$ cat src/hdl/mdu_config.svh
`ifndef MDU_CONFIG_SVH
`define MDU_CONFIG_SVH

// operand width, one word
`define MDU_XLEN 64

// byte offsets on the wishbone port
`define MDU_ADR_SRC1   8'h00
`define MDU_ADR_SRC2   8'h08
`define MDU_ADR_CMD    8'h10
`define MDU_ADR_STATUS 8'h18
`define MDU_ADR_RESULT 8'h20

// start sample to done pulse
`define MDU_MUL_CYCLES 33
`define MDU_DIV_CYCLES 66

`endif

$ cat src/hdl/mdu_pkg.sv
package mdu_pkg;

	// low nibble of the command word
	typedef enum logic [3:0] {
		OP_MUL    = 4'd0,
		OP_MULH   = 4'd1,
		OP_MULHSU = 4'd2,
		OP_MULHU  = 4'd3,
		OP_MULW   = 4'd4,
		OP_DIV    = 4'd5,
		OP_DIVU   = 4'd6,
		OP_REM    = 4'd7,
		OP_REMU   = 4'd8
	} mdu_op_e;

	// multiplier operand extension, src1 letter first
	typedef enum logic [1:0] {
		SM_SS = 2'b00,
		SM_SU = 2'b01,
		SM_US = 2'b10,
		SM_UU = 2'b11
	} sign_mode_e;

	typedef enum logic [2:0] {
		REG_SRC1   = 3'd0,
		REG_SRC2   = 3'd1,
		REG_CMD    = 3'd2,
		REG_STATUS = 3'd3,
		REG_RESULT = 3'd4,
		REG_NONE   = 3'd7 // unmapped offset
	} reg_idx_e;

endpackage

$ cat src/hdl/booth_mul.sv
`timescale 1ns/10ps
`include "mdu_config.svh"

module booth_mul (
	input  logic                      clk,
	input  logic                      rst_n,
	input  logic                      start,
	input  logic [`MDU_XLEN-1:0]      src1,
	input  logic [`MDU_XLEN-1:0]      src2,
	input  mdu_pkg::sign_mode_e       sign_mode,
	output logic                      done,
	output logic [2*`MDU_XLEN-1:0]    product
);

	localparam int PW = 2*`MDU_XLEN + 2;  // partial product width
	localparam int YW = `MDU_XLEN + 3;    // multiplier, two ext bits, guard bit
	localparam int CW = $clog2(`MDU_MUL_CYCLES);

	logic          x_signed;
	logic          y_signed;
	logic [PW-1:0] x_ext;
	logic [YW-1:0] y_ext;
	logic [PW-1:0] x;
	logic [YW-1:0] yb;
	logic [PW-1:0] p;
	logic          running;
	logic [CW-1:0] cnt;

	// radix-4 recoding of one bit triplet
	function automatic logic [PW-1:0] booth_pp(input logic [PW-1:0] xv, input logic [2:0] sel);
		case (sel)
			3'b001, 3'b010: booth_pp = xv;
			3'b011:         booth_pp = xv << 1;
			3'b100:         booth_pp = -(xv << 1);
			3'b101, 3'b110: booth_pp = -xv;
			default:        booth_pp = '0;
		endcase
	endfunction

	assign x_signed = sign_mode inside {mdu_pkg::SM_SS, mdu_pkg::SM_SU};
	assign y_signed = sign_mode inside {mdu_pkg::SM_SS, mdu_pkg::SM_US};

	always_comb begin
		x_ext = {{(`MDU_XLEN+2){x_signed & src1[`MDU_XLEN-1]}}, src1};
		y_ext = {{2{y_signed & src2[`MDU_XLEN-1]}}, src2, 1'b0}; // bit -1 is zero
	end

	// fixed step count, no early exit on a zero multiplier
	always_ff @(posedge clk or negedge rst_n) begin
		if (!rst_n) begin
			running <= 1'b0;
			cnt     <= '0;
			done    <= 1'b0;
		end else begin
			done <= 1'b0;
			if (start) begin
				running <= 1'b1;
				cnt     <= '0;
			end else if (running) begin
				cnt <= cnt + 1'b1;
				if (cnt == CW'(`MDU_MUL_CYCLES - 1)) begin
					running <= 1'b0;
					done    <= 1'b1;
				end
			end
		end
	end

	always_ff @(posedge clk) begin
		if (start) begin
			x  <= x_ext;
			yb <= y_ext;
			p  <= '0;
		end else if (running) begin
			p  <= p + booth_pp(x, yb[2:0]);
			x  <= x << 2;
			yb <= yb >> 2; // next triplet overlaps by one bit
		end
	end

	assign product = p[2*`MDU_XLEN-1:0];

	a_no_start_running: assert property (@(posedge clk) disable iff (!rst_n)
		start |-> !running);

	a_done_after_run: assert property (@(posedge clk) disable iff (!rst_n)
		done |-> $past(start, `MDU_MUL_CYCLES + 1));

endmodule

$ cat src/hdl/restoring_div.sv
`timescale 1ns/10ps
`include "mdu_config.svh"

module restoring_div (
	input  logic                 clk,
	input  logic                 rst_n,
	input  logic                 start,
	input  logic [`MDU_XLEN-1:0] dividend,
	input  logic [`MDU_XLEN-1:0] divisor,
	input  logic                 div_signed,
	output logic                 done,
	output logic [`MDU_XLEN-1:0] quotient,
	output logic [`MDU_XLEN-1:0] remainder
);

	localparam int MSB = `MDU_XLEN - 1;
	localparam int CW  = $clog2(`MDU_DIV_CYCLES);

	logic [MSB:0]       dvd_abs;
	logic [MSB:0]       dvs_abs;
	logic [MSB:0]       dvd_q;    // original dividend
	logic [MSB:0]       dvs;
	logic [MSB:0]       quo;
	logic [MSB:0]       rem;
	logic [MSB+1:0]     rem_sh;
	logic [MSB+2:0]     diff;
	logic               neg_q;
	logic               neg_r;
	logic               div_zero;
	logic               ovf;
	logic               running;
	logic [CW-1:0]      cnt;

	assign dvd_abs = (div_signed && dividend[MSB]) ? -dividend : dividend;
	assign dvs_abs = (div_signed && divisor[MSB]) ? -divisor : divisor;

	assign rem_sh = {rem, quo[MSB]};
	assign diff   = {1'b0, rem_sh} - {2'b00, dvs}; // top bit set means restore

	// 64 steps, one sign fix cycle, one cycle to done
	always_ff @(posedge clk or negedge rst_n) begin
		if (!rst_n) begin
			running <= 1'b0;
			cnt     <= '0;
			done    <= 1'b0;
		end else begin
			done <= 1'b0;
			if (start) begin
				running <= 1'b1;
				cnt     <= '0;
			end else if (running) begin
				cnt <= cnt + 1'b1;
				if (cnt == CW'(`MDU_DIV_CYCLES - 1)) begin
					running <= 1'b0;
					done    <= 1'b1;
				end
			end
		end
	end

	always_ff @(posedge clk) begin
		if (start) begin
			quo      <= dvd_abs;
			rem      <= '0;
			dvs      <= dvs_abs;
			dvd_q    <= dividend;
			neg_q    <= div_signed & (dividend[MSB] ^ divisor[MSB]);
			neg_r    <= div_signed & dividend[MSB];
			div_zero <= (divisor == '0);
			ovf      <= div_signed && (dividend == {1'b1, {MSB{1'b0}}}) && (divisor == '1);
		end else if (running) begin
			if (cnt < CW'(`MDU_XLEN)) begin
				if (!diff[MSB+2]) begin
					rem <= diff[MSB:0];
					quo <= {quo[MSB-1:0], 1'b1};
				end else begin
					rem <= rem_sh[MSB:0];
					quo <= {quo[MSB-1:0], 1'b0};
				end
			end else if (cnt == CW'(`MDU_XLEN)) begin
				if (div_zero) begin
					quotient  <= '1;
					remainder <= dvd_q;
				end else if (ovf) begin
					quotient  <= dvd_q; // most negative / -1
					remainder <= '0;
				end else begin
					quotient  <= neg_q ? -quo : quo;
					remainder <= neg_r ? -rem : rem;
				end
			end
		end
	end

	a_done_after_start: assert property (@(posedge clk) disable iff (!rst_n)
		done |-> $past(start, `MDU_DIV_CYCLES + 1));

endmodule

$ cat src/hdl/mdu_wb_regs.sv
`timescale 1ns/10ps
`include "mdu_config.svh"

module mdu_wb_regs (
	input  logic                   clk,
	input  logic                   rst_n,
	input  logic                   cyc,
	input  logic                   stb,
	input  logic                   we,
	input  logic [7:0]             adr,
	input  logic [`MDU_XLEN-1:0]   dat_w,
	output logic [`MDU_XLEN-1:0]   dat_r,
	output logic                   ack,
	output logic                   mul_start,
	output logic                   div_start,
	output logic [`MDU_XLEN-1:0]   src1,
	output logic [`MDU_XLEN-1:0]   src2,
	output mdu_pkg::sign_mode_e    sign_mode,
	output logic                   div_signed,
	input  logic                   mul_done,
	input  logic                   div_done,
	input  logic [2*`MDU_XLEN-1:0] product,
	input  logic [`MDU_XLEN-1:0]   quotient,
	input  logic [`MDU_XLEN-1:0]   remainder
);

	mdu_pkg::mdu_op_e    op;
	mdu_pkg::mdu_op_e    new_op;
	mdu_pkg::reg_idx_e   idx;
	logic                access;
	logic                wr;
	logic                rd;
	logic                busy;
	logic                done_flag;
	logic                new_is_mul;
	logic [`MDU_XLEN-1:0] result;
	logic [`MDU_XLEN-1:0] rd_data;

	always_comb begin
		case (adr)
			`MDU_ADR_SRC1:   idx = mdu_pkg::REG_SRC1;
			`MDU_ADR_SRC2:   idx = mdu_pkg::REG_SRC2;
			`MDU_ADR_CMD:    idx = mdu_pkg::REG_CMD;
			`MDU_ADR_STATUS: idx = mdu_pkg::REG_STATUS;
			`MDU_ADR_RESULT: idx = mdu_pkg::REG_RESULT;
			default:         idx = mdu_pkg::REG_NONE;
		endcase
	end

	assign access = cyc && stb && !ack; // first sample only
	assign wr     = access && we;
	assign rd     = access && !we;

	assign new_op     = mdu_pkg::mdu_op_e'(dat_w[3:0]);
	assign new_is_mul = new_op inside {mdu_pkg::OP_MUL, mdu_pkg::OP_MULH, mdu_pkg::OP_MULHSU,
		mdu_pkg::OP_MULHU, mdu_pkg::OP_MULW};

	always_ff @(posedge clk or negedge rst_n) begin
		if (!rst_n) begin
			ack       <= 1'b0;
			busy      <= 1'b0;
			done_flag <= 1'b0;
			op        <= mdu_pkg::OP_MUL;
			mul_start <= 1'b0;
			div_start <= 1'b0;
		end else begin
			ack       <= access;
			mul_start <= 1'b0;
			div_start <= 1'b0;
			if (mul_done || div_done) begin
				busy      <= 1'b0;
				done_flag <= 1'b1;
			end
			// cmd while busy still gets its ack
			if (wr && idx == mdu_pkg::REG_CMD && !busy) begin
				op        <= new_op;
				busy      <= 1'b1;
				done_flag <= 1'b0;
				mul_start <= new_is_mul;
				div_start <= !new_is_mul;
			end
		end
	end

	always_ff @(posedge clk) begin
		if (wr && idx == mdu_pkg::REG_SRC1)
			src1 <= dat_w;
		if (wr && idx == mdu_pkg::REG_SRC2)
			src2 <= dat_w;
		if (rd)
			dat_r <= rd_data;
	end

	always_comb begin
		case (op)
			mdu_pkg::OP_MULHSU:  sign_mode = mdu_pkg::SM_SU;
			mdu_pkg::OP_MULHU:   sign_mode = mdu_pkg::SM_UU;
			mdu_pkg::OP_MUL,
			mdu_pkg::OP_MULH,
			mdu_pkg::OP_MULW:    sign_mode = mdu_pkg::SM_SS;
			default:             sign_mode = mdu_pkg::SM_UU; // divider ops
		endcase
	end

	assign div_signed = (op == mdu_pkg::OP_DIV) || (op == mdu_pkg::OP_REM);

	always_comb begin
		case (op)
			mdu_pkg::OP_MUL:    result = product[`MDU_XLEN-1:0];
			mdu_pkg::OP_MULH,
			mdu_pkg::OP_MULHSU,
			mdu_pkg::OP_MULHU:  result = product[2*`MDU_XLEN-1:`MDU_XLEN];
			mdu_pkg::OP_MULW:   result = {{(`MDU_XLEN-32){product[31]}}, product[31:0]};
			mdu_pkg::OP_REM,
			mdu_pkg::OP_REMU:   result = remainder;
			default:            result = quotient;
		endcase
	end

	always_comb begin
		case (idx)
			mdu_pkg::REG_SRC1:   rd_data = src1;
			mdu_pkg::REG_SRC2:   rd_data = src2;
			mdu_pkg::REG_CMD:    rd_data = {{(`MDU_XLEN-4){1'b0}}, op};
			mdu_pkg::REG_STATUS: rd_data = {{(`MDU_XLEN-2){1'b0}}, done_flag, busy};
			mdu_pkg::REG_RESULT: rd_data = result;
			default:             rd_data = '0;
		endcase
	end

	// master holds cyc and stb until it sees ack
	a_ack_in_cycle: assert property (@(posedge clk) disable iff (!rst_n)
		ack |-> cyc && stb);

	// an engine only finishes a command that was started
	a_done_when_busy: assert property (@(posedge clk) disable iff (!rst_n)
		(mul_done || div_done) |-> busy);

endmodule

$ cat src/hdl/mdu_top.sv
`timescale 1ns/10ps
`include "mdu_config.svh"

module mdu_top (
	input  logic                 clk,
	input  logic                 rst_n,
	input  logic                 cyc,
	input  logic                 stb,
	input  logic                 we,
	input  logic [7:0]           adr,
	input  logic [`MDU_XLEN-1:0] dat_w,
	output logic [`MDU_XLEN-1:0] dat_r,
	output logic                 ack
);

	logic                   mul_start;
	logic                   div_start;
	logic [`MDU_XLEN-1:0]   src1;
	logic [`MDU_XLEN-1:0]   src2;
	mdu_pkg::sign_mode_e    sign_mode;
	logic                   div_signed;
	logic                   mul_done;
	logic                   div_done;
	logic [2*`MDU_XLEN-1:0] product;
	logic [`MDU_XLEN-1:0]   quotient;
	logic [`MDU_XLEN-1:0]   remainder;

	mdu_wb_regs i_regs (
		.clk        (clk),
		.rst_n      (rst_n),
		.cyc        (cyc),
		.stb        (stb),
		.we         (we),
		.adr        (adr),
		.dat_w      (dat_w),
		.dat_r      (dat_r),
		.ack        (ack),
		.mul_start  (mul_start),
		.div_start  (div_start),
		.src1       (src1),
		.src2       (src2),
		.sign_mode  (sign_mode),
		.div_signed (div_signed),
		.mul_done   (mul_done),
		.div_done   (div_done),
		.product    (product),
		.quotient   (quotient),
		.remainder  (remainder)
	);

	booth_mul i_mul (
		.clk       (clk),
		.rst_n     (rst_n),
		.start     (mul_start),
		.src1      (src1),
		.src2      (src2),
		.sign_mode (sign_mode),
		.done      (mul_done),
		.product   (product)
	);

	restoring_div i_div (
		.clk        (clk),
		.rst_n      (rst_n),
		.start      (div_start),
		.dividend   (src1),
		.divisor    (src2),
		.div_signed (div_signed),
		.done       (div_done),
		.quotient   (quotient),
		.remainder  (remainder)
	);

endmodule

$ cat config.mk
export PLATFORM = sky130hd
export DESIGN_NAME = mdu_top
export DESIGN_NICKNAME = d
export VERILOG_FILES = /design/src/hdl/mdu_pkg.sv /design/src/hdl/booth_mul.sv /design/src/hdl/restoring_div.sv /design/src/hdl/mdu_wb_regs.sv /design/src/hdl/mdu_top.sv
export VERILOG_INCLUDE_DIRS = /design/src /design/src/hdl
export SDC_FILE = /design/constraint.sdc
export NUM_CORES = 2
export LEC_CHECK = 0
export ABC_CLOCK_PERIOD_IN_PS = 15680
export BUFFER_PORTS_ARGS = -buffer_cell sky130_fd_sc_hd__buf_2
export CAP_MARGIN = 0
export CORE_MARGIN = 8
export CORE_UTILIZATION = 50
export DETAILED_ROUTE_END_ITERATION = 10
export PLACE_DENSITY_LB_ADDON = 0.05
export SLEW_MARGIN = 25
export SYNTH_ARGS = -nofsm -noshare
export SYNTH_HDL_FRONTEND = slang
export SYNTH_SLANG_ARGS = --single-unit
$ cat constraint.sdc
create_clock -name clk -period 15.68 [get_ports clk]
set_input_delay 0.784 -clock clk [delete_from_list [all_inputs] [get_ports clk]]
set_output_delay 0.784 -clock clk [all_outputs]
set_load 0.02 [all_outputs]
==> Yosys cells after proc, flatten, opt, wreduce, memory -nomap -nowiden <==
Index checks and enable logic that the tools add are counted.
Widths: inputs -> output; s select.
{ "word_totals": {"regBits": 933, "out_inout_bits": 65, "elab_cells": 163} }
{ "classes": {"n_addsub": 10, "n_lt_le_gt_ge": 1, "eq_ne": 32, "mux": 45, "bitwise_logic": 7, "n_reduce_logical": 39} }
{ "ops": {"columns": ["operator", "n"], "rows": [
  ["$mux 64", 11],
  ["$mux 130", 4],
  ["$pmux 130 s4", 1],
  ["$pmux 64 s5", 1],
  ["$neg 130->130", 2],
  ["$neg 64->64", 4],
  ["$pmux 64 s4", 1],
  ["$mux 67", 2],
  ["$add 130x130->130", 1],
  ["$eq 64x64->1 const B", 2],
  ["$sub 65x64->66", 1],
  ["$logic_not 64->1", 1],
  ["$mux 1", 19],
  ["$eq 4x2->1 const B", 4],
  ["$eq 4x3->1 const B", 4],
  ["$eq 8x5->1 const B", 2],
  ["$pmux 3 s5", 1],
  ["$eq 7x7->1 const B", 2],
  ["$mux 7", 2],
  ["$eq 3x2->1 const B", 4],
  ["$eq 3x3->1 const B", 4],
  ["$logic_and 1x1->1", 12],
  ["$mux 6", 2],
  ["$reduce_bool 2->1", 6],
  ["other kinds (26)", 41]
]} }

==> Longest topological paths before layout <==
{ "depth": {"depth_word": 7, "ltp_mapped": 28} }

==> Hierarchy <==
From an unflattened synthesis, not the netlist that was laid out.
{ "hier_totals": {"cells_unflattened": 6600, "area_unflattened_um2": 61032.3} }
{ "by_module_without_submodules": {"columns": ["module", "instances", "cells_each", "area_per_inst_um2", "seq_area_each_um2"], "rows": [
  ["booth_mul", 1, 3413, 27477.6, 8578.2],
  ["restoring_div", 1, 2575, 24392.1, 11235.8],
  ["mdu_wb_regs", 1, 612, 9162.5, 5990.7]
]} }

==> Least setup slack after synthesis <==
Ideal clock, no wire load.
{ "synth_path": {"path_kind": "reg-to-reg", "from": "register i_regs.div_start", "to": "register i_div.quotient[0], enable pin", "setup_ps": 929, "arrival_time_ps": 14572, "required_ps": 14751, "path_slack_ps": 179, "stages_incl_launch_ff": 3, "period_less_slack_ps": 15501, "path_cell_list": "dfrtp_1 nand2b_1 nor4_1"} }
{ "synth_via": {"elab_chain_len": 2} }
{ "synth_rtl": {"columns": ["element", "line_no", "rtl"], "rows": [
  ["start, declared", "mdu_wb_regs.sv:15", "output logic div_start,"],
  ["start signal, assigned", "mdu_wb_regs.sv:80", "div_start <= !new_is_mul;"],
  ["$not 1->1 (no source line)", null, null],
  ["$reduce_and 4->1 (no source line)", null, null],
  ["end signal, assigned", "restoring_div.sv:85", "quotient <= dvd_q;"],
  ["end signal, assigned", "restoring_div.sv:88", "quotient <= neg_q ? -quo : quo;"],
  ["end, declared", "restoring_div.sv:12", "output logic [`MDU_XLEN-1:0] quotient,"]
]} }
No other way between the ends.
A chain may end at the register's enable or synchronous reset.

==> Worst setup path after layout <==
{ "layout_path": {"from": "register i_mul.x[11]", "to": "register i_mul.p[114]"} }
{ "layout_via": {"elab_chain_len": 5, "elab_cells_between_ends": 6, "classes_between": "3 x add/sub; 3 x mux"} }
{ "layout_rtl": {"columns": ["element", "line_no", "rtl"], "rows": [
  ["start, declared", "booth_mul.sv:23", "logic [PW-1:0] x;"],
  ["start signal, assigned", "booth_mul.sv:71", "x <= x_ext;"],
  ["start signal, assigned", "booth_mul.sv:76", "x <= x << 2;"],
  ["$neg 130->130 (on tied branches)", "booth_mul.sv:35, booth_mul.sv:34", null],
  ["$pmux 130 s4 (*)", "booth_mul.sv:31", "case (sel)"],
  ["$mux 130 (*)", "booth_mul.sv:74", "end else if (running) begin"],
  ["$mux 130 (*)", "booth_mul.sv:70", "if (start) begin"],
  ["$add 130x130->130 (*)", "booth_mul.sv:75", "p <= p + booth_pp(x, yb[2:0]);"],
  ["end signal, assigned", "booth_mul.sv:75", null],
  ["end, declared", "booth_mul.sv:25", "logic [PW-1:0] p;"]
]} }
Mark *: on every way between the ends. The rest lies on a longest branch, timed or not. The select of a mux whose other input is x is not followed.

==> reports/qor.csv <==
metric,value,unit
status,finished clean,
RR Startpoint,i_mul.x[11],
critical-path cell list,"nor4_1, nand4_1, nor4_4, nand2_1, or2_2, or3_1, or3_1, xnor2_1, o21ai_0, a211oi_1, a21oi_1, ha_1, nand2_1, nor2_1, nand2_1, nor3b_1, inv_1, o41ai_1, a31oi_1, o21ai_0, a31oi_1, xnor2_1, o21ai_0",
Fin. Hold Viols,0,
placed cells,8007,
Tmin final,8.092,ns
"commonest non-fill, non-tap cell in the layout",nand2_1,
CTS Root Cell,clkbuf_16,
element type at the critical path end,register,
leak pwr,23.43,nW
DP Wirelength,170200,um
WP buf/inv,1,
placed instance area,62210,sq um
power density cells,79.03,nW/um^2
FF+latch area,25820,sq um
Sw Share,21.95,%
CP Depth,23,
Critical Path AT,8.68,ns
Max Clock Skew,0.06314,ns
peak supply drop,83.46,uV
area occupied by multi-input gates,32070,sq um
CP startpoint kind,register,
Netlist cell types,101,
grt ovf,0,
initial antenna violation count,14,
max-cap violations,0,
Layout area overhead,8.878,%
Non-Filler Instances,8208,
count of pins over their slew limit,0,
period utilization,51.61,%
Clock transition at path regs,0.06,ns
Reg2Reg Setup Slack,7.59,ns
Clock power frac,48.7,%
worst skew pair latency,0.78,ns
vias in the first global route,49800,
pin count of the biggest net entering global routing,104,
RSZ-0062 raised after global routing,false,
post-CTS setup buffers,0,
final hold slack,0.09966,ns
cts bufs inserted,106,
CP required,16.27,ns
critical path launch point,i_mul.x[11],
total number of vias,53240,
R2R cell count,23,
worst slew pin tran,1.064,ns
drt pass-1 iters,9,
DRT antenna net count,0,
first-pass GRT wire length,334000,um
Post-CTS Resized,0,
met2 usage,51.13,%
filler cell count,10990,
Tot Pwr,0.005191,W
f_max,123.6,MHz
Chip Width,363.3,um
Yosys warning count,0,
final setup fails,0,
Clock Sinks,928,
Mapped Avg Cell Area,9.160,sq um
critical path class,reg2reg,
Rel. slew slack,27.06,%
r2r endpoint,i_mul.p[114],
worst hold path type,in2async,
met1 track demand over resource,46.86,%
CP max-delay cell,nor4_4,
share of layout cells above drive strength 1,8.448,%
RePlAce Congestion,0.9908,
Net Sw Power,0.001139,W
post-synthesis sequential area ratio,42.78,%
main flop type after synthesis,edfxtp_1,
Final Net Count,6783,
site row count,127,
Core Area,119800,sq um
clock tree buffer depth,3,
critical path's top delay family,simple AND/OR/NAND/NOR gates,
CP Capture Point,i_mul.p[114],
post-synth net total,6865,
"FF+latch count, synth",928,
DR vias/cell,6.486,
Comb pwr share,0.8,%
number of I/O pins,142,
DRC viols,0,
met3 usage in global routing,7.604,%
setup TNS,0,ns
DIE AREA,132000,sq um
initial core utilization,50.34,%
Crit Path Max Fanout,8,
Die Ht,363.3,um
Int Pwr,0.004051,W
IO buf count,141,
total wire length,228700,um
Routed WL per cell,27.86,um
CTS H-tree lvls,3,
Synth Cell Area,60320,sq um
GRT Total Usage,33.42,%
Sequential Power Share,50.5,%
busiest grt layer,met2,
hold_buf cts,0,
most frequent cells in the layout,"nand2_1 (775), edfxtp_1 (709), o21ai_0 (611)",
Critical Path Max Stage Delay,0.69,ns
drt initial violations,6736,
post-synthesis async set-or-reset flop share,2.802,%
number of flops mapped to enable cells by yosys,709,
design area,65670,sq um
Top Registers,"i_mul.p x128, i_mul.x x128, i_mul.yb x66",
CTS tree,done,
cell count after synthesis,6585,
-- synth_stat cells (14+ instances only) --
cell type  instances  share of area, %
a211oi_1          29              0.36
a21o_1           113               1.4
a21oi_1          558               4.6
a221o_1           78               1.3
a221oi_1          61              0.89
a222oi_1          62               1.0
a22o_1            74               1.1
a22oi_1           36              0.45
a31oi_1           68              0.71
a32oi_1           16              0.23
and2_1            29              0.30
and3_1            36              0.37
buf_1             30              0.19
clkbuf_1         375               2.3
dfrtp_1           26               1.1
dfxtp_1          193               6.4
edfxtp_1         709                35
ha_1             201               4.2
inv_1            234               1.5
mux2_2            65               1.2
mux2i_1          106               1.8
nand2_1          776               4.8
nand2b_1          49              0.51
nand3_1           60              0.50
nand4_1           99               1.0
nor2_1           509               3.2
nor2b_1           28              0.29
nor3_1           117              0.97
nor4_1            66              0.68
o211ai_1          51              0.63
o21a_1            30              0.37
o21ai_0          611               5.1
o21bai_1          46              0.57
o221ai_1          14              0.20
o22ai_1           19              0.20
o31ai_1           56              0.70
o41ai_1           34              0.49
or2_2             28              0.29
or3_1             69              0.72
or4_1             44              0.55
xnor2_1          337               4.9
xor2_1           269               3.9
-- cell type report --
cell class,instances,area share (%)
diodes,3,0.01143
clock buffers,147,4.365
clock inverters,51,0.8935
inverters,235,1.355
multi-input cells,5000,48.84
flip-flops and latches,928,39.31
well taps,1612,3.071
repair buffers,232,2.153
-- power by group through the flow --
stage | Combinational, W | Clock (W) | Sequential, W
floorplan | 0.0000125 | 0 | 0.00268
global placement | 0.0000397 | 0 | 0.00267
detailed placement | 0.0000402 | 0 | 0.00267
CTS | 0.0000403 | 0.00255 | 0.00262
global route | 0.0000426 | 0.00264 | 0.00262
finish | 0.0000406 | 0.00253 | 0.00262
-- routing by layer --
layer,wire [um],vias to the layer above
li1,-,24180
met1,97350,26020
met2,100200,2636
met3,23020,401
met4,8118,4
met5,31,-
-- worst register-to-register path, cell delays in order (launching register included) --
cell      delay [ns]
edfxtp_1        0.52
nor4_1          0.57
nand4_1         0.46
nor4_4          0.69
nand2_1         0.39
or2_2           0.39
or3_1           0.50
or3_1           0.42
xnor2_1         0.17
o21ai_0         0.10
a211oi_1        0.29
a21oi_1         0.09
ha_1            0.45
nand2_1         0.11
nor2_1          0.24
nand2_1         0.08
nor3b_1         0.44
inv_1           0.10
o41ai_1         0.67
a31oi_1         0.29
o21ai_0         0.54
a31oi_1         0.18
xnor2_1         0.17
o21ai_0         0.09
-- worst min path at each step --
stage	start	to	slack, ns	cells after the start
after global placement	i_mul.p[29]	i_mul.p[29]	0.49	2
after detailed placement	i_mul.done	i_regs.done_flag	0.49	1
final	rst_n	i_div.cnt[2]	0.1	1
after floorplan	i_regs.src1[11]	i_div.dvd_q[11]	0.42	0
after CTS	rst_n	i_div.cnt[2]	0.06	1
after global routing	rst_n	i_div.cnt[2]	0.11	1
-- kinds of logic after synthesis --
kind of cell	share of synthesized area [%]
XOR/XNOR	8.799
AND/OR/NAND/NOR	15.35
flip-flops	42.78
adder cells (fa/ha/maj)	4.236
buffers and inverters	4.317
AO/OA/AOI/OAI	21.47
multiplexers	3.047
-- through the flow --
step,worst slack (ns),utilization (%)
2_1_floorplan,0.1793,-
3_3_place_gp,7.642,51.92
3_5_place_dp,7.741,51.93
4_1_cts,7.703,54.81
5_1_grt,7.095,54.81
6_report,7.588,54.81
Note: power is estimated with default switching activity, not from simulation.
